<file path="config.mk">
export PLATFORM = sky130hd
export DESIGN_NAME = conspiracion_platform
export DESIGN_NICKNAME = d
export VERILOG_FILES = /design/src/conspiracion_pkg.sv /design/src/debounce.sv /design/src/pio_ctrl.sv /design/src/interval_timer.sv /design/src/bus_fabric.sv /design/src/conspiracion_platform.sv
export SDC_FILE = /design/constraint.sdc
export NUM_CORES = 1
export LEC_CHECK = 0
export BUFFER_PORTS_ARGS = -buffer_cell sky130_fd_sc_hd__buf_2
export CORE_UTILIZATION = 50
export DETAILED_ROUTE_END_ITERATION = 8
export PLACE_DENSITY = 0.73
export SYNTH_ARGS = -nofsm -noshare
export SYNTH_HDL_FRONTEND = slang
export SYNTH_SLANG_ARGS = --single-unit
</file>
<file path="constraint.sdc">
create_clock -name clk_clk -period 2.2 [get_ports clk_clk]
set_input_delay 0.22 -clock clk_clk [delete_from_list [all_inputs] [get_ports clk_clk]]
set_output_delay 0.22 -clock clk_clk [all_outputs]
set_load 0.1 [all_outputs]
</file>
<file path="src/conspiracion_pkg.sv">
package conspiracion_pkg;

	// ====================
	// Address map
	// ====================

	// Word address bits 29:8 select the peripheral window.
	localparam logic [21:0] PERIPH_BASE = 22'h30_0000;

	// Device codes in word address bits 7:4.
	localparam logic [3:0] DEV_PIO   = 4'h0;
	localparam logic [3:0] DEV_TIMER = 4'h1;

	// PIO register indices.
	localparam logic [3:0] PIO_LEDS     = 4'd0;
	localparam logic [3:0] PIO_SWITCHES = 4'd1;
	localparam logic [3:0] PIO_BUTTONS  = 4'd2;
	localparam logic [3:0] PIO_EDGE     = 4'd3;
	localparam logic [3:0] PIO_IRQ_MASK = 4'd4;

	// Interval timer register indices.
	localparam logic [3:0] TMR_LOAD   = 4'd0;
	localparam logic [3:0] TMR_COUNT  = 4'd1;
	localparam logic [3:0] TMR_CTRL   = 4'd2;
	localparam logic [3:0] TMR_STATUS = 4'd3;

	// Read data for anything outside the map.
	localparam logic [31:0] BUS_ERR_WORD = 32'hdead_beef;

	// Stable samples needed before a debouncer moves.
	localparam int unsigned DEBOUNCE_CYCLES = 16;

	// ====================
	// Bus types
	// ====================

	typedef struct packed {
		logic [29:0] addr;
		logic [31:0] data_wr;
		logic [3:0]  be;
		logic        write;
	} bus_req_t;

	typedef struct packed {
		logic [3:0]  reg_idx;
		logic [31:0] wdata;
		logic [3:0]  be;
		logic        write;
	} dev_req_t;

endpackage

</file>
<file path="src/debounce.sv">
module debounce import conspiracion_pkg::*;
#(
	parameter logic IDLE = 1'b0
)
(
	input  logic clk,
	input  logic rst_n,
	input  logic dirty,
	output logic clean
);

	logic meta, sync_q;
	logic [$clog2(DEBOUNCE_CYCLES)-1:0] cnt;
	logic full;

	assign full = cnt == $bits(cnt)'(DEBOUNCE_CYCLES - 1);

	always_ff @(posedge clk or negedge rst_n) begin
		if (!rst_n) begin
			meta <= IDLE;
			sync_q <= IDLE;
			clean <= IDLE;
			cnt <= '0;
		end else begin
			meta <= dirty;
			sync_q <= meta;

			// Any sample matching the output restarts the count.
			if (sync_q == clean)
				cnt <= '0;
			else if (full) begin
				clean <= sync_q;
				cnt <= '0;
			end else
				cnt <= cnt + 1'b1;
		end
	end

	// Output moves only after a full run of differing samples.
	assert property (@(posedge clk) disable iff (!rst_n)
		clean != $past(clean) |-> $past(full) && $past(sync_q) == clean);

endmodule

</file>
<file path="src/pio_ctrl.sv">
module pio_ctrl import conspiracion_pkg::*;
(
	input  logic        clk,
	input  logic        rst_n,
	input  logic        sel,
	input  dev_req_t    req,
	input  logic [5:0]  switches,
	input  logic        button_n,
	output logic [31:0] rdata,
	output logic [7:0]  leds,
	output logic        irq
);

	logic pressed, pressed_q, press;
	logic edge_q, irq_mask;
	logic wr, edge_clr;

	// Button is active low.
	assign pressed = !button_n;
	assign press = pressed && !pressed_q;

	assign wr = sel && req.write;
	assign edge_clr = wr && req.reg_idx == PIO_EDGE && req.be[0] && req.wdata[0];

	// ====================
	// Registers
	// ====================

	always_ff @(posedge clk or negedge rst_n) begin
		if (!rst_n) begin
			leds <= '0;
			irq_mask <= 1'b0;
			edge_q <= 1'b0;
			pressed_q <= 1'b0;
		end else begin
			pressed_q <= pressed;

			if (wr && req.reg_idx == PIO_LEDS && req.be[0])
				leds <= req.wdata[7:0];

			if (wr && req.reg_idx == PIO_IRQ_MASK && req.be[0])
				irq_mask <= req.wdata[0];

			// A new press beats a clear in the same cycle.
			if (press)
				edge_q <= 1'b1;
			else if (edge_clr)
				edge_q <= 1'b0;
		end
	end

	// ====================
	// Read mux
	// ====================

	always_comb begin
		unique case (req.reg_idx)
			PIO_LEDS:     rdata = {24'd0, leds};
			PIO_SWITCHES: rdata = {26'd0, switches};
			PIO_BUTTONS:  rdata = {31'd0, pressed};
			PIO_EDGE:     rdata = {31'd0, edge_q};
			PIO_IRQ_MASK: rdata = {31'd0, irq_mask};
			default:      rdata = '0;
		endcase
	end

	assign irq = edge_q && irq_mask;

	// The edge bit only sets on a captured press.
	assert property (@(posedge clk) disable iff (!rst_n)
		$rose(edge_q) |-> $past(press));

endmodule

</file>
<file path="src/interval_timer.sv">
module interval_timer import conspiracion_pkg::*;
(
	input  logic        clk,
	input  logic        rst_n,
	input  logic        sel,
	input  dev_req_t    req,
	output logic [31:0] rdata,
	output logic        irq
);

	logic [31:0] load_q, count_q;
	logic enable, irq_en, expired;
	logic wr, load_wr, ctrl_wr, status_clr, wrap;

	assign wr = sel && req.write;
	assign load_wr = wr && req.reg_idx == TMR_LOAD;
	assign ctrl_wr = wr && req.reg_idx == TMR_CTRL && req.be[0];
	assign status_clr = wr && req.reg_idx == TMR_STATUS && req.be[0] && req.wdata[0];

	assign wrap = enable && count_q == '0;

	// ====================
	// Registers
	// ====================

	always_ff @(posedge clk or negedge rst_n) begin
		if (!rst_n) begin
			load_q <= '0;
			count_q <= '0;
			enable <= 1'b0;
			irq_en <= 1'b0;
			expired <= 1'b0;
		end else begin
			if (load_wr)
				for (int i = 0; i < 4; i++)
					if (req.be[i])
						load_q[i*8 +: 8] <= req.wdata[i*8 +: 8];

			if (ctrl_wr) begin
				enable <= req.wdata[0];
				irq_en <= req.wdata[1];
			end

			// Starting the timer restarts the count from LOAD.
			if (ctrl_wr && req.wdata[0])
				count_q <= load_q;
			else if (wrap)
				count_q <= load_q;
			else if (enable)
				count_q <= count_q - 1'b1;

			if (wrap)
				expired <= 1'b1;
			else if (status_clr)
				expired <= 1'b0;
		end
	end

	always_comb begin
		unique case (req.reg_idx)
			TMR_LOAD:   rdata = load_q;
			TMR_COUNT:  rdata = count_q;
			TMR_CTRL:   rdata = {30'd0, irq_en, enable};
			TMR_STATUS: rdata = {31'd0, expired};
			default:    rdata = '0;
		endcase
	end

	assign irq = expired && irq_en;

	// A stopped timer holds its count.
	assert property (@(posedge clk) disable iff (!rst_n)
		!enable && !ctrl_wr |=> count_q == $past(count_q));

endmodule

</file>
<file path="src/bus_fabric.sv">
module bus_fabric import conspiracion_pkg::*;
(
	input  logic        clk,
	input  logic        rst_n,
	input  logic        start,
	input  bus_req_t    req,
	input  logic [31:0] pio_rdata,
	input  logic [31:0] tmr_rdata,
	input  logic        pio_irq,
	input  logic        tmr_irq,
	output logic [31:0] data_rd,
	output logic        ready,
	output logic        pio_sel,
	output logic        tmr_sel,
	output dev_req_t    dev_req,
	output logic        irq
);

	logic in_window;
	logic [3:0] dev;
	logic [31:0] rdata_next;

	// ====================
	// Address decode
	// ====================

	assign in_window = req.addr[29:8] == PERIPH_BASE;
	assign dev = req.addr[7:4];

	assign pio_sel = start && in_window && dev == DEV_PIO;
	assign tmr_sel = start && in_window && dev == DEV_TIMER;

	// Both devices see the same request and sel picks the one that acts.
	assign dev_req.reg_idx = req.addr[3:0];
	assign dev_req.wdata = req.data_wr;
	assign dev_req.be = req.be;
	assign dev_req.write = req.write;

	always_comb begin
		if (pio_sel)
			rdata_next = pio_rdata;
		else if (tmr_sel)
			rdata_next = tmr_rdata;
		else
			rdata_next = BUS_ERR_WORD;
	end

	// ====================
	// Response
	// ====================

	always_ff @(posedge clk or negedge rst_n) begin
		if (!rst_n) begin
			ready <= 1'b0;
			data_rd <= '0;
		end else begin
			ready <= start;
			if (start)
				data_rd <= rdata_next;
		end
	end

	assign irq = pio_irq || tmr_irq;

	// Master waits for ready before the next request.
	assert property (@(posedge clk) disable iff (!rst_n)
		start |=> !start);

	// Writes must enable some lane.
	assert property (@(posedge clk) disable iff (!rst_n)
		start && req.write |-> req.be != 4'b0000);

endmodule

</file>
<file path="src/conspiracion_platform.sv">
module conspiracion_platform import conspiracion_pkg::*;
(
	input  logic        clk_clk,
	input  logic        rst_n,
	input  logic        halt,
	input  logic        pio_buttons,
	input  logic [5:0]  pio_switches,
	input  logic [29:0] bus_addr,
	input  logic [31:0] bus_data_wr,
	input  logic [3:0]  bus_data_be,
	input  logic        bus_write,
	input  logic        bus_start,
	output logic [31:0] bus_data_rd,
	output logic        bus_ready,
	output logic        irq,
	output logic        cpu_halt,
	output logic [7:0]  pio_leds
);

	bus_req_t bus_req;
	dev_req_t dev_req;
	logic button;
	logic pio_sel, tmr_sel, pio_irq, tmr_irq;
	logic [31:0] pio_rdata, tmr_rdata;

	assign bus_req.addr = bus_addr;
	assign bus_req.data_wr = bus_data_wr;
	assign bus_req.be = bus_data_be;
	assign bus_req.write = bus_write;

	// Idle levels are not halted and button released (high).
	debounce #(.IDLE(1'b0)) halt_debounce
	(
		.clk(clk_clk),
		.rst_n(rst_n),
		.dirty(halt),
		.clean(cpu_halt)
	);

	debounce #(.IDLE(1'b1)) button_debounce
	(
		.clk(clk_clk),
		.rst_n(rst_n),
		.dirty(pio_buttons),
		.clean(button)
	);

	bus_fabric fabric
	(
		.clk(clk_clk),
		.rst_n(rst_n),
		.start(bus_start),
		.req(bus_req),
		.pio_rdata(pio_rdata),
		.tmr_rdata(tmr_rdata),
		.pio_irq(pio_irq),
		.tmr_irq(tmr_irq),
		.data_rd(bus_data_rd),
		.ready(bus_ready),
		.pio_sel(pio_sel),
		.tmr_sel(tmr_sel),
		.dev_req(dev_req),
		.irq(irq)
	);

	pio_ctrl pio
	(
		.clk(clk_clk),
		.rst_n(rst_n),
		.sel(pio_sel),
		.req(dev_req),
		.switches(pio_switches),
		.button_n(button),
		.rdata(pio_rdata),
		.leds(pio_leds),
		.irq(pio_irq)
	);

	interval_timer timer
	(
		.clk(clk_clk),
		.rst_n(rst_n),
		.sel(tmr_sel),
		.req(dev_req),
		.rdata(tmr_rdata),
		.irq(tmr_irq)
	);

endmodule

</file>
==> results of run 1 <==
==> cell families after synthesis <==
family          synth area share
mux                       0.0861
compound gates             0.205
fa+ha+maj                0.00783
xor+xnor                 0.00959
simple gates               0.171
buf+inv                   0.0313
flops                      0.490
==> cells in the final DEF (no fill, tap or decap), types with 6 or more instances in the layout <==
master                      count
sky130_fd_sc_hd__o21a_1         8
sky130_fd_sc_hd__buf_6          6
sky130_fd_sc_hd__a211oi_1       6
sky130_fd_sc_hd__buf_2        120
sky130_fd_sc_hd__xnor2_1        7
sky130_fd_sc_hd__nor4_1         9
sky130_fd_sc_hd__o21ai_0       22
sky130_fd_sc_hd__nand3_1       14
sky130_fd_sc_hd__nor3_1        12
sky130_fd_sc_hd__mux2_2        44
sky130_fd_sc_hd__a21oi_1       47
sky130_fd_sc_hd__nand2_1       25
sky130_fd_sc_hd__a22oi_1       13
sky130_fd_sc_hd__and3_1        12
sky130_fd_sc_hd__nor2_1        82
sky130_fd_sc_hd__buf_4         73
sky130_fd_sc_hd__dfrtp_1      122
sky130_fd_sc_hd__nand4_1        8
sky130_fd_sc_hd__clkbuf_16     18
sky130_fd_sc_hd__o2bb2ai_1     15
sky130_fd_sc_hd__a22o_1        23
sky130_fd_sc_hd__inv_1          9
sky130_fd_sc_hd__o22ai_1       15
sky130_fd_sc_hd__a31oi_1        8
sky130_fd_sc_hd__buf_12         6
sky130_fd_sc_hd__nor3_2         7
==> cells in the mapped netlist, types with 4 or more instances <==
cell | number | share of area
sky130_fd_sc_hd__clkbuf_1 | 28 | 0.016
sky130_fd_sc_hd__a211oi_1 | 9 | 0.011
sky130_fd_sc_hd__xnor2_1 | 7 | 0.0096
sky130_fd_sc_hd__and3_1 | 12 | 0.012
sky130_fd_sc_hd__a21oi_1 | 50 | 0.039
sky130_fd_sc_hd__nand2_1 | 25 | 0.015
sky130_fd_sc_hd__o22a_1 | 4 | 0.0055
sky130_fd_sc_hd__nor2b_1 | 4 | 0.0039
sky130_fd_sc_hd__a22o_1 | 23 | 0.032
sky130_fd_sc_hd__nor4_1 | 15 | 0.015
sky130_fd_sc_hd__nand3_1 | 14 | 0.011
sky130_fd_sc_hd__o2bb2ai_1 | 16 | 0.022
sky130_fd_sc_hd__or4_1 | 6 | 0.0070
sky130_fd_sc_hd__nor2_1 | 86 | 0.051
sky130_fd_sc_hd__mux2_2 | 44 | 0.078
sky130_fd_sc_hd__nand4_1 | 8 | 0.0078
sky130_fd_sc_hd__o22ai_1 | 17 | 0.017
sky130_fd_sc_hd__a31oi_1 | 8 | 0.0078
sky130_fd_sc_hd__buf_2 | 10 | 0.0078
sky130_fd_sc_hd__inv_1 | 9 | 0.0053
sky130_fd_sc_hd__ha_1 | 4 | 0.0078
sky130_fd_sc_hd__o21a_1 | 8 | 0.0094
sky130_fd_sc_hd__a22oi_1 | 13 | 0.015
sky130_fd_sc_hd__dfrtp_1 | 122 | 0.48
sky130_fd_sc_hd__o21ai_0 | 24 | 0.019
sky130_fd_sc_hd__nor3_1 | 19 | 0.015
==> flip-flops by register name (all words and copies together) (netlist names) <==
register	flops
halt_debounce.meta	1
button_debounce.cnt	4
pio.irq_mask	1
timer.enable	1
timer.count_q	32
fabric.data_rd	32
halt_debounce.cnt	4
pio.edge_q	1
pio.leds	8
fabric.ready	1
halt_debounce.clean	1
pio.pressed_q	1
button_debounce.sync_q	1
button_debounce.meta	1
timer.irq_en	1
timer.load_q	32
halt_debounce.sync_q	1
timer.expired	1
button_debounce.clean	1
==> layer usage <==
| layer | GRT usage | up-vias |
|---|---|---|
| met5 | 0 | - |
| met4 | 0.110 | 0 |
| met3 | 0.0770 | 39 |
| met2 | 0.506 | 276 |
| met1 | 0.421 | 3114 |
| li1 | - | 2788 |
==> worst min path at each step <==
| stage | endpoint | slack, ps | from |
|---|---|---|---|
| after floorplan | button_debounce.cnt[0] | -80 | rst_n |
| after global placement | timer.count_q[12] | 180 | rst_n |
| after detailed placement | timer.load_q[9] | 180 | rst_n |
| after CTS | timer.load_q[25] | 10 | bus_data_wr[25] |
| after global routing | timer.load_q[13] | 20 | bus_data_wr[13] |
| final | timer.load_q[25] | 20 | bus_data_wr[25] |
==> power breakdown <==
group	switching (µW)	leakage, µW	internal (µW)
clock network	1000	0.000317	2040
logic	148	0.00212	92.4
registers	11.1	0.00148	2320
==> critical path: cells and delay by family, from the launching register on <==
| family | cells | cell delay, ps |
|---|---|---|
| and+or+nand+nor | 4 | 1070 |
| DFF | 1 | 400 |
| AOI/OAI and AO/OA | 2 | 330 |
| buffers and inverters | 2 | 380 |
==> through the flow <==
step	setup WS [ps]	hold slack, ps
3_3_place_gp	-79.1	179
3_5_place_dp	-160	180
2_1_floorplan	48.8	-75.6
6_report	-76.7	21.6
5_1_grt	-145	16.6
4_1_cts	-25.5	14.0
==> final cells by class <==
class	instances	area, µm²
Fill cell	981	3480
Multi-Input combinational cell	466	3290
Sequential cell	125	3130
Timing Repair Buffer	211	1420
Clock buffer	25	505
Tap cell	168	210
Clock inverter	7	135
Inverter	9	33.8
==> what timing repair did <==
action / 4_1_cts / 5_1_grt
setup endpoints to repair: 22 / 28
buffers inserted: 5 / 5
endpoints found under the hold margin: 28 / 0
pin swaps: 8 / 20
hold buffers: 3 / 0
gates resized for setup: 13 / 38
cloned: 3 / 2
==> impl_metrics.prom, run 1 <==
# TYPE chip_impl_metric gauge
chip_impl_metric{name="grt_antenna_before_repair",unit=""} 0
chip_impl_metric{name="ff2ff_setup_slack",unit="ps"} -80
chip_impl_info{name="worst_hold_path_type",value="in -> reg"} 1
chip_impl_metric{name="synthToLayoutAreaGrowth",unit="%"} 36.6
chip_impl_metric{name="drtIter0Drc",unit=""} 492
chip_impl_metric{name="via_count",unit=""} 6217
chip_impl_info{name="endpoint_kind",value="flip-flop"} 1
chip_impl_info{name="violations",value="setup timing"} 1
chip_impl_metric{name="die_area",unit="mm²"} 0.0132
chip_impl_info{name="grt_setup_unrepaired",value="true"} 1
chip_impl_metric{name="die_width",unit="µm"} 115
chip_impl_metric{name="cts_num_sinks",unit=""} 125
chip_impl_metric{name="nNetsFinal",unit=""} 912
chip_impl_metric{name="dp.final_hpwl",unit="µm"} 13600
chip_impl_metric{name="drive_above_1_share",unit=""} 0.391
chip_impl_metric{name="cp_slowest_stage_delay",unit="ps"} 620
chip_impl_metric{name="numPlacedInstances",unit=""} 961
chip_impl_metric{name="routed_via_density",unit=""} 6.15
chip_impl_metric{name="instances_no_fill",unit=""} 1011
chip_impl_metric{name="gp_routability_congestion",unit=""} 0.903
chip_impl_metric{name="drv_slew",unit=""} 0
chip_impl_metric{name="drt_pass1_iterations",unit=""} 5
chip_impl_metric{name="tns",unit="ps"} -449
chip_impl_info{name="r2r-end",value="timer.count_q[4]"} 1
chip_impl_info{name="tritoncts",value="yes"} 1
chip_impl_metric{name="met2_length",unit="µm"} 9700
chip_impl_metric{name="synth_fp_nets",unit=""} 719
chip_impl_metric{name="worst_hold_path.num_cells",unit=""} 2
chip_impl_metric{name="wire_per_inst",unit="µm"} 19.8
chip_impl_metric{name="route.antenna.remaining_nets",unit=""} 0
chip_impl_metric{name="wirelength",unit="µm"} 20100
chip_impl_info{name="critical_path.cell_chain",value="nor4_2 -> buf_4 -> nand2_4 -> or4_4 -> buf_8 -> a21oi_2 -> nor3_1 -> a211oi_1"} 1
chip_impl_metric{name="layout.core_utilization",unit=""} 0.715
chip_impl_metric{name="grt_overflow",unit=""} 0
chip_impl_metric{name="skew",unit="ps"} 8.40
chip_impl_metric{name="period_share",unit=""} 1.03
chip_impl_metric{name="remaining_drc_errors",unit=""} 0
chip_impl_metric{name="slew_headroom",unit=""} 0.527
chip_impl_metric{name="report.final.setup_viol",unit=""} 13
chip_impl_metric{name="dpl_cell_area",unit="mm²"} 0.00768
chip_impl_metric{name="reg2reg_depth",unit=""} 8
chip_impl_metric{name="fin_total_pwr",unit="µW"} 5610
chip_impl_metric{name="htreeDepth",unit=""} 4
chip_impl_metric{name="vias_in_the_first_global_route",unit=""} 6133
chip_impl_metric{name="antenna_fix_cells",unit=""} 0
chip_impl_metric{name="async_reset_ff_frac",unit=""} 1.00
chip_impl_metric{name="cts.path.max_buffers",unit=""} 2
chip_impl_metric{name="clock_buffer_count_from_cts",unit=""} 17
chip_impl_metric{name="ys.warnings.count",unit=""} 0
chip_impl_info{name="crit_path_top_delay_cell",value="sky130_fd_sc_hd__or4_4"} 1
chip_impl_metric{name="post_synth_instance_area",unit="mm²"} 0.00639
chip_impl_metric{name="floorplan.initialDensity",unit=""} 0.523
chip_impl_metric{name="ys_seq_area_frac",unit=""} 0.490
chip_impl_metric{name="power.ir.vdd_worst",unit="mV"} 0.681
chip_impl_metric{name="post-route-worst-setup-slack",unit="ps"} -76.7
chip_impl_metric{name="finalInstanceArea",unit="mm²"} 0.00873
chip_impl_metric{name="power-per-cell-area",unit="mW/mm²"} 642
chip_impl_metric{name="worstPathMaxFanout",unit=""} 5
chip_impl_metric{name="buffer_ports.inserted",unit=""} 120
chip_impl_metric{name="met3_length",unit="µm"} 1430
chip_impl_metric{name="gr-usage-all-layers",unit=""} 0.316
chip_impl_info{name="crit_path_end",value="timer.count_q[4]"} 1
chip_impl_metric{name="tightest_slew",unit="ps"} 702
chip_impl_metric{name="largest_net_degree_at_the_start_of_global_routing",unit=""} 74
chip_impl_metric{name="grt_pass1_wl",unit="µm"} 31600
chip_impl_metric{name="finalWorstPathRequiredPeriod",unit="ps"} 2280
chip_impl_metric{name="insertion_delay",unit="ps"} 420
chip_impl_metric{name="post_synth.cell_area_avg",unit="µm²"} 10.0
chip_impl_metric{name="synth-edff-count",unit=""} 0
chip_impl_metric{name="critical_path_required",unit="ps"} 2530
chip_impl_info{name="cts_root_buf",value="sky130_fd_sc_hd__clkbuf_16"} 1
chip_impl_info{name="critical_path.startpoint",value="timer.count_q[23]"} 1
chip_impl_info{name="maxUsedRoutingLayer",value="met4"} 1
chip_impl_metric{name="synth.distinct_cells",unit=""} 55
chip_impl_metric{name="core.rowCount",unit=""} 40
chip_impl_metric{name="worstPathArrival",unit="ps"} 2610
chip_impl_info{name="worst_setup_path_start_kind",value="flip-flop"} 1
chip_impl_metric{name="syn-instance-count",unit=""} 637
chip_impl_metric{name="clkSlewWorstSetupHoldPaths",unit="ps"} 60
chip_impl_metric{name="synth-seq-cells",unit=""} 125
chip_impl_metric{name="hold_viol_final",unit=""} 0
chip_impl_metric{name="boundaryPins",unit=""} 121
chip_impl_metric{name="drv_cap",unit=""} 0
chip_impl_metric{name="timing.fmax",unit="MHz"} 439
chip_impl_info{name="reg2reg_from",value="timer.count_q[23]"} 1
chip_impl_metric{name="chipHeight",unit="µm"} 115
chip_impl_info{name="timing_worst_setup_path_type",value="reg -> reg"} 1
chip_impl_metric{name="detail_route.wirelength.met1",unit="µm"} 8570
chip_impl_metric{name="floorplan.core_area",unit="mm²"} 0.0122
chip_impl_info{name="synth_flop_cell",value="sky130_fd_sc_hd__dfrtp_1"} 1
chip_impl_info{name="run_status",value="finished with violations"} 1
chip_impl_metric{name="total_leakage_power",unit="µW"} 0.00392
Note: power is estimated with default switching activity, not from simulation.
==> run 2: changes to the inputs <==
--- a/config.mk
+++ b/config.mk
@@ -5,9 +5,10 @@
 export SDC_FILE = /design/constraint.sdc
 export NUM_CORES = 1
 export LEC_CHECK = 0
-export BUFFER_PORTS_ARGS = -buffer_cell sky130_fd_sc_hd__buf_2
-export CORE_UTILIZATION = 50
+export CORE_UTILIZATION = 58
 export DETAILED_ROUTE_END_ITERATION = 8
+export DONT_BUFFER_PORTS = 1
+export MAX_ROUTING_LAYER = met4
 export PLACE_DENSITY = 0.73
 export SYNTH_ARGS = -nofsm -noshare
 export SYNTH_HDL_FRONTEND = slang
==> run 2 against run 1 <==
Non-clock buffer count decreased by 44; worst hold slack worse by 650 ps; critical endpoint is now timer.count_q[11]; design area shrank 1.7%; clock-buffer cell count down 4; the run ends with hold timing, setup timing left; final cell count shrank 7.6%.
==> impl_metrics.prom, run 2 (same netlist as run 1, synthesis figures left out) <==
# TYPE chip_impl_metric gauge
chip_impl_metric{name="routed_via_density",unit=""} 6.61
chip_impl_metric{name="skew",unit="ps"} 9.02
chip_impl_metric{name="wire_per_inst",unit="µm"} 21.9
chip_impl_metric{name="fin_hold_ws",unit="ps"} -627
chip_impl_metric{name="tns",unit="ps"} -40.9
chip_impl_metric{name="antenna_fix_cells",unit=""} 0
chip_impl_metric{name="worstPathArrival",unit="ps"} 2650
chip_impl_metric{name="drt_pass1_iterations",unit=""} 6
chip_impl_metric{name="post_cts_hold_buffer_count",unit=""} 47
chip_impl_metric{name="drv_slew",unit=""} 0
chip_impl_metric{name="post-route-worst-setup-slack",unit="ps"} -22.2
chip_impl_metric{name="dp.final_hpwl",unit="µm"} 12500
chip_impl_metric{name="grt_antenna_before_repair",unit=""} 0
chip_impl_metric{name="worstPathMaxFanout",unit=""} 8
chip_impl_metric{name="drv_cap",unit=""} 0
chip_impl_metric{name="remaining_drc_errors",unit=""} 0
chip_impl_metric{name="clkSlewWorstSetupHoldPaths",unit="ps"} 60
chip_impl_metric{name="cts_num_sinks",unit=""} 125
chip_impl_metric{name="buffer_ports.inserted",unit=""} 0
chip_impl_metric{name="power-per-cell-area",unit="mW/mm²"} 645
chip_impl_info{name="top_regs",value="fabric.data_rd (32), timer.count_q (32), timer.load_q (32)"} 1
chip_impl_metric{name="grt_overflow",unit=""} 0
chip_impl_info{name="timing_worst_setup_path_type",value="reg -> reg"} 1
chip_impl_metric{name="hold_viol_final",unit=""} 125
chip_impl_info{name="worst_hold_path_type",value="in -> async"} 1
chip_impl_metric{name="die_area",unit="mm²"} 0.0114
chip_impl_info{name="layout.cells.most_common",value="sky130_fd_sc_hd__dfrtp_1"} 1
chip_impl_metric{name="wirelength",unit="µm"} 20400
chip_impl_metric{name="gr-usage-all-layers",unit=""} 0.381
chip_impl_metric{name="die_width",unit="µm"} 107
chip_impl_info{name="grt_setup_unrepaired",value="true"} 1
chip_impl_metric{name="clock_buffer_count_from_cts",unit=""} 17
chip_impl_metric{name="cts.path.max_buffers",unit=""} 2
chip_impl_info{name="run_status",value="finished with violations"} 1
chip_impl_info{name="most-common-layout-cells",value="sky130_fd_sc_hd__dfrtp_1 (122), sky130_fd_sc_hd__buf_4 (110), sky130_fd_sc_hd__nor2_1 (83), sky130_fd_sc_hd__a21oi_1 (50), sky130_fd_sc_hd__dlygate4sd3_1 (47)"} 1
chip_impl_info{name="violations",value="hold timing, setup timing"} 1
chip_impl_metric{name="ff2ff_setup_slack",unit="ps"} -20
chip_impl_metric{name="core.rowCount",unit=""} 37
chip_impl_info{name="endpoint_kind",value="flip-flop"} 1
chip_impl_metric{name="htreeDepth",unit=""} 4
chip_impl_metric{name="gp_routability_congestion",unit=""} 0.898
chip_impl_metric{name="floorplan.core_area",unit="mm²"} 0.0105
chip_impl_metric{name="chipHeight",unit="µm"} 107
chip_impl_metric{name="drtIter0Drc",unit=""} 593
chip_impl_metric{name="instances_no_fill",unit=""} 934
chip_impl_metric{name="route.antenna.remaining_nets",unit=""} 0
chip_impl_metric{name="post-place-ws",unit="ps"} -166
chip_impl_info{name="tritoncts",value="yes"} 1
chip_impl_metric{name="total_leakage_power",unit="µW"} 0.00369
chip_impl_metric{name="grt_pass1_wl",unit="µm"} 31900
chip_impl_info{name="cts_root_buf",value="sky130_fd_sc_hd__clkbuf_8"} 1
chip_impl_metric{name="nNetsFinal",unit=""} 867
chip_impl_metric{name="largest_net_degree_at_the_start_of_global_routing",unit=""} 126
chip_impl_metric{name="critical_path_required",unit="ps"} 2630
chip_impl_metric{name="power.ir.vdd_worst",unit="mV"} 0.712
chip_impl_metric{name="finalWorstPathRequiredPeriod",unit="ps"} 2220
chip_impl_metric{name="timing.fmax",unit="MHz"} 450
chip_impl_metric{name="report.final.setup_viol",unit=""} 2
chip_impl_metric{name="finalInstanceArea",unit="mm²"} 0.00859
chip_impl_metric{name="numPlacedInstances",unit=""} 844
chip_impl_metric{name="tightest_slew",unit="ps"} 1190
chip_impl_metric{name="via_count",unit=""} 6170
chip_impl_metric{name="dpl_cell_area",unit="mm²"} 0.00725
chip_impl_metric{name="vias_in_the_first_global_route",unit=""} 6220
chip_impl_metric{name="slew_headroom",unit=""} 0.203
chip_impl_info{name="worst_setup_path_start_kind",value="flip-flop"} 1
chip_impl_metric{name="boundaryPins",unit=""} 121
chip_impl_metric{name="insertion_delay",unit="ps"} 540
chip_impl_metric{name="synthToLayoutAreaGrowth",unit="%"} 34.4
chip_impl_metric{name="period_share",unit=""} 1.01
chip_impl_metric{name="floorplan.initialDensity",unit=""} 0.608
chip_impl_metric{name="drive_above_1_share",unit=""} 0.294
## run 2: routing by layer
metal | track usage | vias up | share of wire
li1 | - | 2704 | -
met1 | 0.448 | 3048 | 0.39
met2 | 0.616 | 351 | 0.49
met3 | 0.0948 | 67 | 0.086
met4 | 0.186 | 0 | 0.033
met5 | - | - | 0
## run 2: what timing repair did
item | in CTS | in global routing
endpoints found under the setup margin | 22 | 29
pin swaps | 5 | 14
hold endpoints to repair | 198 | 125
gates cloned | 0 | 2
gates resized for setup | 8 | 28
buffers inserted | 6 | 3
## run 2: path summary, 6_finish.rpt
check,start,depth (start not counted),end
max,timer.count_q[20],8,timer.count_q[11]
min,rst_n,0,fabric.data_rd[10]
max reg2reg,timer.count_q[20],8,timer.count_q[11]
min reg2reg,button_debounce.meta,0,button_debounce.sync_q
max in group asynchronous,rst_n,0,button_debounce.meta
min in group clk_clk,bus_addr[4],4,pio.edge_q
## run 2: cell type report
cell class                 count  area (µm²)
multi-input combinational    465        3210
sequential                   125        3130
fill                         623        1920
timing repair buffer         167        1410
clock buffer                  21         439
clock inverter                11         191
tap                          136         170
inverter                       9        33.8
## run 2: critical path: stages, from the launching register on
cell and delay [ps]:
sky130_fd_sc_hd__dfrtp_1 400, sky130_fd_sc_hd__nor4_2 310, sky130_fd_sc_hd__buf_4 180, sky130_fd_sc_hd__nand2_4 60, sky130_fd_sc_hd__or4_4 580, sky130_fd_sc_hd__buf_4 210
sky130_fd_sc_hd__nor2_1 150, sky130_fd_sc_hd__a31oi_2 50, sky130_fd_sc_hd__o21a_1 180
## run 2: power breakdown
group | switching [µW] | leakage [µW] | internal, µW
logic | 75.4 | 0.00190 | 87.2
clock network | 1060 | 0.000298 | 1980
registers | 18.6 | 0.00148 | 2320
## run 2: metrics by stage
| step | hold WS [ps] | power [µW] | util |
|---|---|---|---|
| after detailed placement | -73.2 | 2450 | 0.690 |
| after floorplan | -75.6 | 2440 | - |
| after global routing | -639 | 5650 | 0.817 |
| after global placement | -72.6 | 2440 | 0.690 |
| after CTS | -634 | 5540 | 0.803 |
| final | -627 | 5540 | 0.817 |
==> run 3: changes to the inputs <==
--- a/config.mk
+++ b/config.mk
@@ -10,6 +10,7 @@
 export DONT_BUFFER_PORTS = 1
 export MAX_ROUTING_LAYER = met4
 export PLACE_DENSITY = 0.73
+export SKIP_LAST_GASP = 1
 export SYNTH_ARGS = -nofsm -noshare
 export SYNTH_HDL_FRONTEND = slang
 export SYNTH_SLANG_ARGS = --single-unit
==> run 3 against run 2 <==
The run still ends with hold timing, setup timing left; combinational power barely moved; design area fell by 0.22%; fmax down 2.4%; largest power group unchanged; sequential share of layout area up 0.080 points; largest cell class unchanged.
==> impl_metrics.prom, run 3 (same netlist as run 1, synthesis figures left out) <==
# TYPE chip_impl_metric gauge
chip_impl_info{name="worst_path_dominant_cell_family",value="simple AND/OR/NAND/NOR gates"} 1
chip_impl_metric{name="largest_net_degree_at_the_start_of_global_routing",unit=""} 126
chip_impl_metric{name="core.rowCount",unit=""} 37
chip_impl_metric{name="gr-usage-all-layers",unit=""} 0.378
chip_impl_metric{name="grt_antenna_before_repair",unit=""} 0
chip_impl_info{name="top_regs",value="fabric.data_rd (32), timer.count_q (32), timer.load_q (32)"} 1
chip_impl_info{name="critical_path.cell_chain",value="nor4_4 -> nand4_2 -> buf_6 -> nor4_4 -> buf_6 -> nor3_1 -> o31ai_1 -> o21a_1"} 1
chip_impl_metric{name="via_count",unit=""} 6126
chip_impl_metric{name="chipHeight",unit="µm"} 107
chip_impl_metric{name="drive_above_1_share",unit=""} 0.290
chip_impl_metric{name="cellInternalPower",unit="µW"} 4390
chip_impl_info{name="cts_root_buf",value="sky130_fd_sc_hd__clkbuf_8"} 1
chip_impl_metric{name="power.combinational.fraction",unit=""} 0.029
chip_impl_info{name="run_status",value="finished with violations"} 1
chip_impl_metric{name="total_leakage_power",unit="µW"} 0.00367
chip_impl_metric{name="finalWorstPathRequiredPeriod",unit="ps"} 2280
chip_impl_info{name="grt_setup_unrepaired",value="true"} 1
chip_impl_metric{name="buffer_ports.inserted",unit=""} 0
chip_impl_info{name="worst_hold_path_type",value="in -> async"} 1
chip_impl_metric{name="die_area",unit="mm²"} 0.0114
chip_impl_metric{name="instances_no_fill",unit=""} 933
chip_impl_metric{name="skew",unit="ps"} 8.49
chip_impl_info{name="worst_setup_path_start_kind",value="flip-flop"} 1
chip_impl_metric{name="routed_via_density",unit=""} 6.57
chip_impl_metric{name="cts.path.max_buffers",unit=""} 2
chip_impl_metric{name="seq_power_share",unit=""} 0.422
chip_impl_metric{name="drtIter0Drc",unit=""} 628
chip_impl_metric{name="die_width",unit="µm"} 107
chip_impl_metric{name="power-per-cell-area",unit="mW/mm²"} 645
chip_impl_metric{name="filler_cell_count",unit=""} 621
chip_impl_metric{name="grt_pass1_wl",unit="µm"} 31700
chip_impl_metric{name="clkSlewWorstSetupHoldPaths",unit="ps"} 60
chip_impl_info{name="violations",value="hold timing, setup timing"} 1
chip_impl_info{name="critical_path.startpoint",value="timer.count_q[9]"} 1
chip_impl_metric{name="power_switching_share",unit=""} 0.207
chip_impl_metric{name="antenna_fix_cells",unit=""} 0
chip_impl_metric{name="route.antenna.remaining_nets",unit=""} 0
chip_impl_metric{name="synthToLayoutAreaGrowth",unit="%"} 34.1
chip_impl_metric{name="vias_in_the_first_global_route",unit=""} 6189
chip_impl_info{name="crit_path_top_delay_cell",value="sky130_fd_sc_hd__dfrtp_1"} 1
chip_impl_metric{name="htreeDepth",unit=""} 4
chip_impl_metric{name="cts_num_sinks",unit=""} 125
chip_impl_info{name="tritoncts",value="yes"} 1
chip_impl_metric{name="drv_slew",unit=""} 0
chip_impl_metric{name="dp.final_hpwl",unit="µm"} 12500
chip_impl_metric{name="slew_headroom",unit=""} 0.206
chip_impl_metric{name="fin_total_pwr",unit="µW"} 5530
chip_impl_metric{name="wire_per_inst",unit="µm"} 21.6
chip_impl_info{name="reg2reg_from",value="timer.count_q[9]"} 1
chip_impl_info{name="most-common-layout-cells",value="sky130_fd_sc_hd__dfrtp_1 (122), sky130_fd_sc_hd__buf_4 (111), sky130_fd_sc_hd__nor2_1 (85), sky130_fd_sc_hd__a21oi_1 (49), sky130_fd_sc_hd__dlygate4sd3_1 (47)"} 1
chip_impl_metric{name="numPlacedInstances",unit=""} 844
chip_impl_metric{name="gp_routability_congestion",unit=""} 0.898
chip_impl_metric{name="tightest_slew",unit="ps"} 1190
chip_impl_metric{name="boundaryPins",unit=""} 121
chip_impl_metric{name="critical_path_required",unit="ps"} 2670
chip_impl_metric{name="timing.fmax",unit="MHz"} 439
chip_impl_metric{name="post-route-worst-setup-slack",unit="ps"} -77.7
chip_impl_metric{name="remaining_drc_errors",unit=""} 0
chip_impl_metric{name="drt_pass1_iterations",unit=""} 6
chip_impl_metric{name="clock_buffer_count_from_cts",unit=""} 17
chip_impl_info{name="layout.cells.most_common",value="sky130_fd_sc_hd__dfrtp_1"} 1
chip_impl_metric{name="insertion_delay",unit="ps"} 530
chip_impl_metric{name="net-switching-power",unit="µW"} 1140
chip_impl_info{name="timing_worst_setup_path_type",value="reg -> reg"} 1
chip_impl_metric{name="floorplan.core_area",unit="mm²"} 0.0105
chip_impl_metric{name="hold_viol_final",unit=""} 125
chip_impl_metric{name="grt_overflow",unit=""} 0
chip_impl_info{name="endpoint_kind",value="flip-flop"} 1
chip_impl_metric{name="worstPathMaxFanout",unit=""} 9
chip_impl_metric{name="nNetsFinal",unit=""} 866
chip_impl_metric{name="wirelength",unit="µm"} 20200
chip_impl_metric{name="post_cts_hold_buffer_count",unit=""} 47
chip_impl_metric{name="power.ir.vdd_worst",unit="mV"} 0.710
chip_impl_metric{name="layout.core_utilization",unit=""} 0.815
chip_impl_metric{name="floorplan.initialDensity",unit=""} 0.608
chip_impl_metric{name="crit_buf_inv",unit=""} 2
chip_impl_metric{name="report.final.setup_viol",unit=""} 10
chip_impl_metric{name="period_share",unit=""} 1.04
chip_impl_metric{name="fin_hold_ws",unit="ps"} -619
chip_impl_metric{name="drv_cap",unit=""} 0
chip_impl_metric{name="cp_slowest_stage_delay",unit="ps"} 400
chip_impl_metric{name="power.clock.fraction",unit=""} 0.548
chip_impl_metric{name="worstPathArrival",unit="ps"} 2750
## run 3: changes by cell type in the layout (fill, tap and decap cells not counted), sizes merged
cell / change
buf: -1
## run 3: final timing paths
check / cells after the start / slack, ps / to
min in group clk_clk: 4 / 70 / pio.edge_q
worst min-delay path: 0 / -620 / timer.load_q[11]
worst max-delay path: 8 / -80 / timer.count_q[21]
worst max register to register: 8 / -80 / timer.count_q[21]
worst min register to register: 0 / 360 / button_debounce.sync_q
max in group asynchronous: 0 / 2570 / button_debounce.clean
## run 3: final cells by class
cell class | instances | area [µm²] | area share
Timing Repair Buffer | 166 | 1400 | 0.164
Sequential cell | 125 | 3130 | 0.366
Multi-Input combinational cell | 465 | 3200 | 0.373
Tap cell | 136 | 170 | 0.0199
Inverter | 9 | 33.8 | 0.00394
Clock buffer | 21 | 439 | 0.0513
Clock inverter | 11 | 191 | 0.0223
## run 3: repair_timing
| action | CTS | global route |
|---|---|---|
| setup buffers | 6 | 3 |
| gates resized for setup | 7 | 25 |
| pin swaps | 5 | 11 |
| cloned | 0 | 1 |
| hold endpoints to repair | 198 | 125 |
| setup endpoints to repair | 22 | 29 |
## run 3: per-layer routing
metal  track usage  part of all wire  up-vias  wire length, µm
li1              -                 -     2694                -
met1         0.447              0.39     3060             7940
met2         0.617              0.50      318            10000
met3        0.0888             0.079       54             1600
met4         0.174             0.030        0              601
met5             -                 0        -                0
## run 3: through the flow
| step | instance area [µm²] | setup WS (ps) | TNS [ps] |
|---|---|---|---|
| after floorplan | 6390 | 48.8 | 0 |
| after global placement | 7250 | -48.9 | -267 |
| after detailed placement | 7250 | -166 | -945 |
| after CTS | 8430 | -63.4 | -63.4 |
| after global routing | 8570 | -151 | -1740 |
| final | 8570 | -77.7 | -189 |
## run 3: power by group through the flow
stage / clock (µW) / combinational, µW / sequential, µW
2_1_floorplan: 0 / 70.3 / 2370
3_3_place_gp: 0 / 68.7 / 2370
3_5_place_dp: 0 / 73.8 / 2370
4_1_cts: 3050 / 156 / 2330
5_1_grt: 3140 / 172 / 2330
6_report: 3030 / 163 / 2330
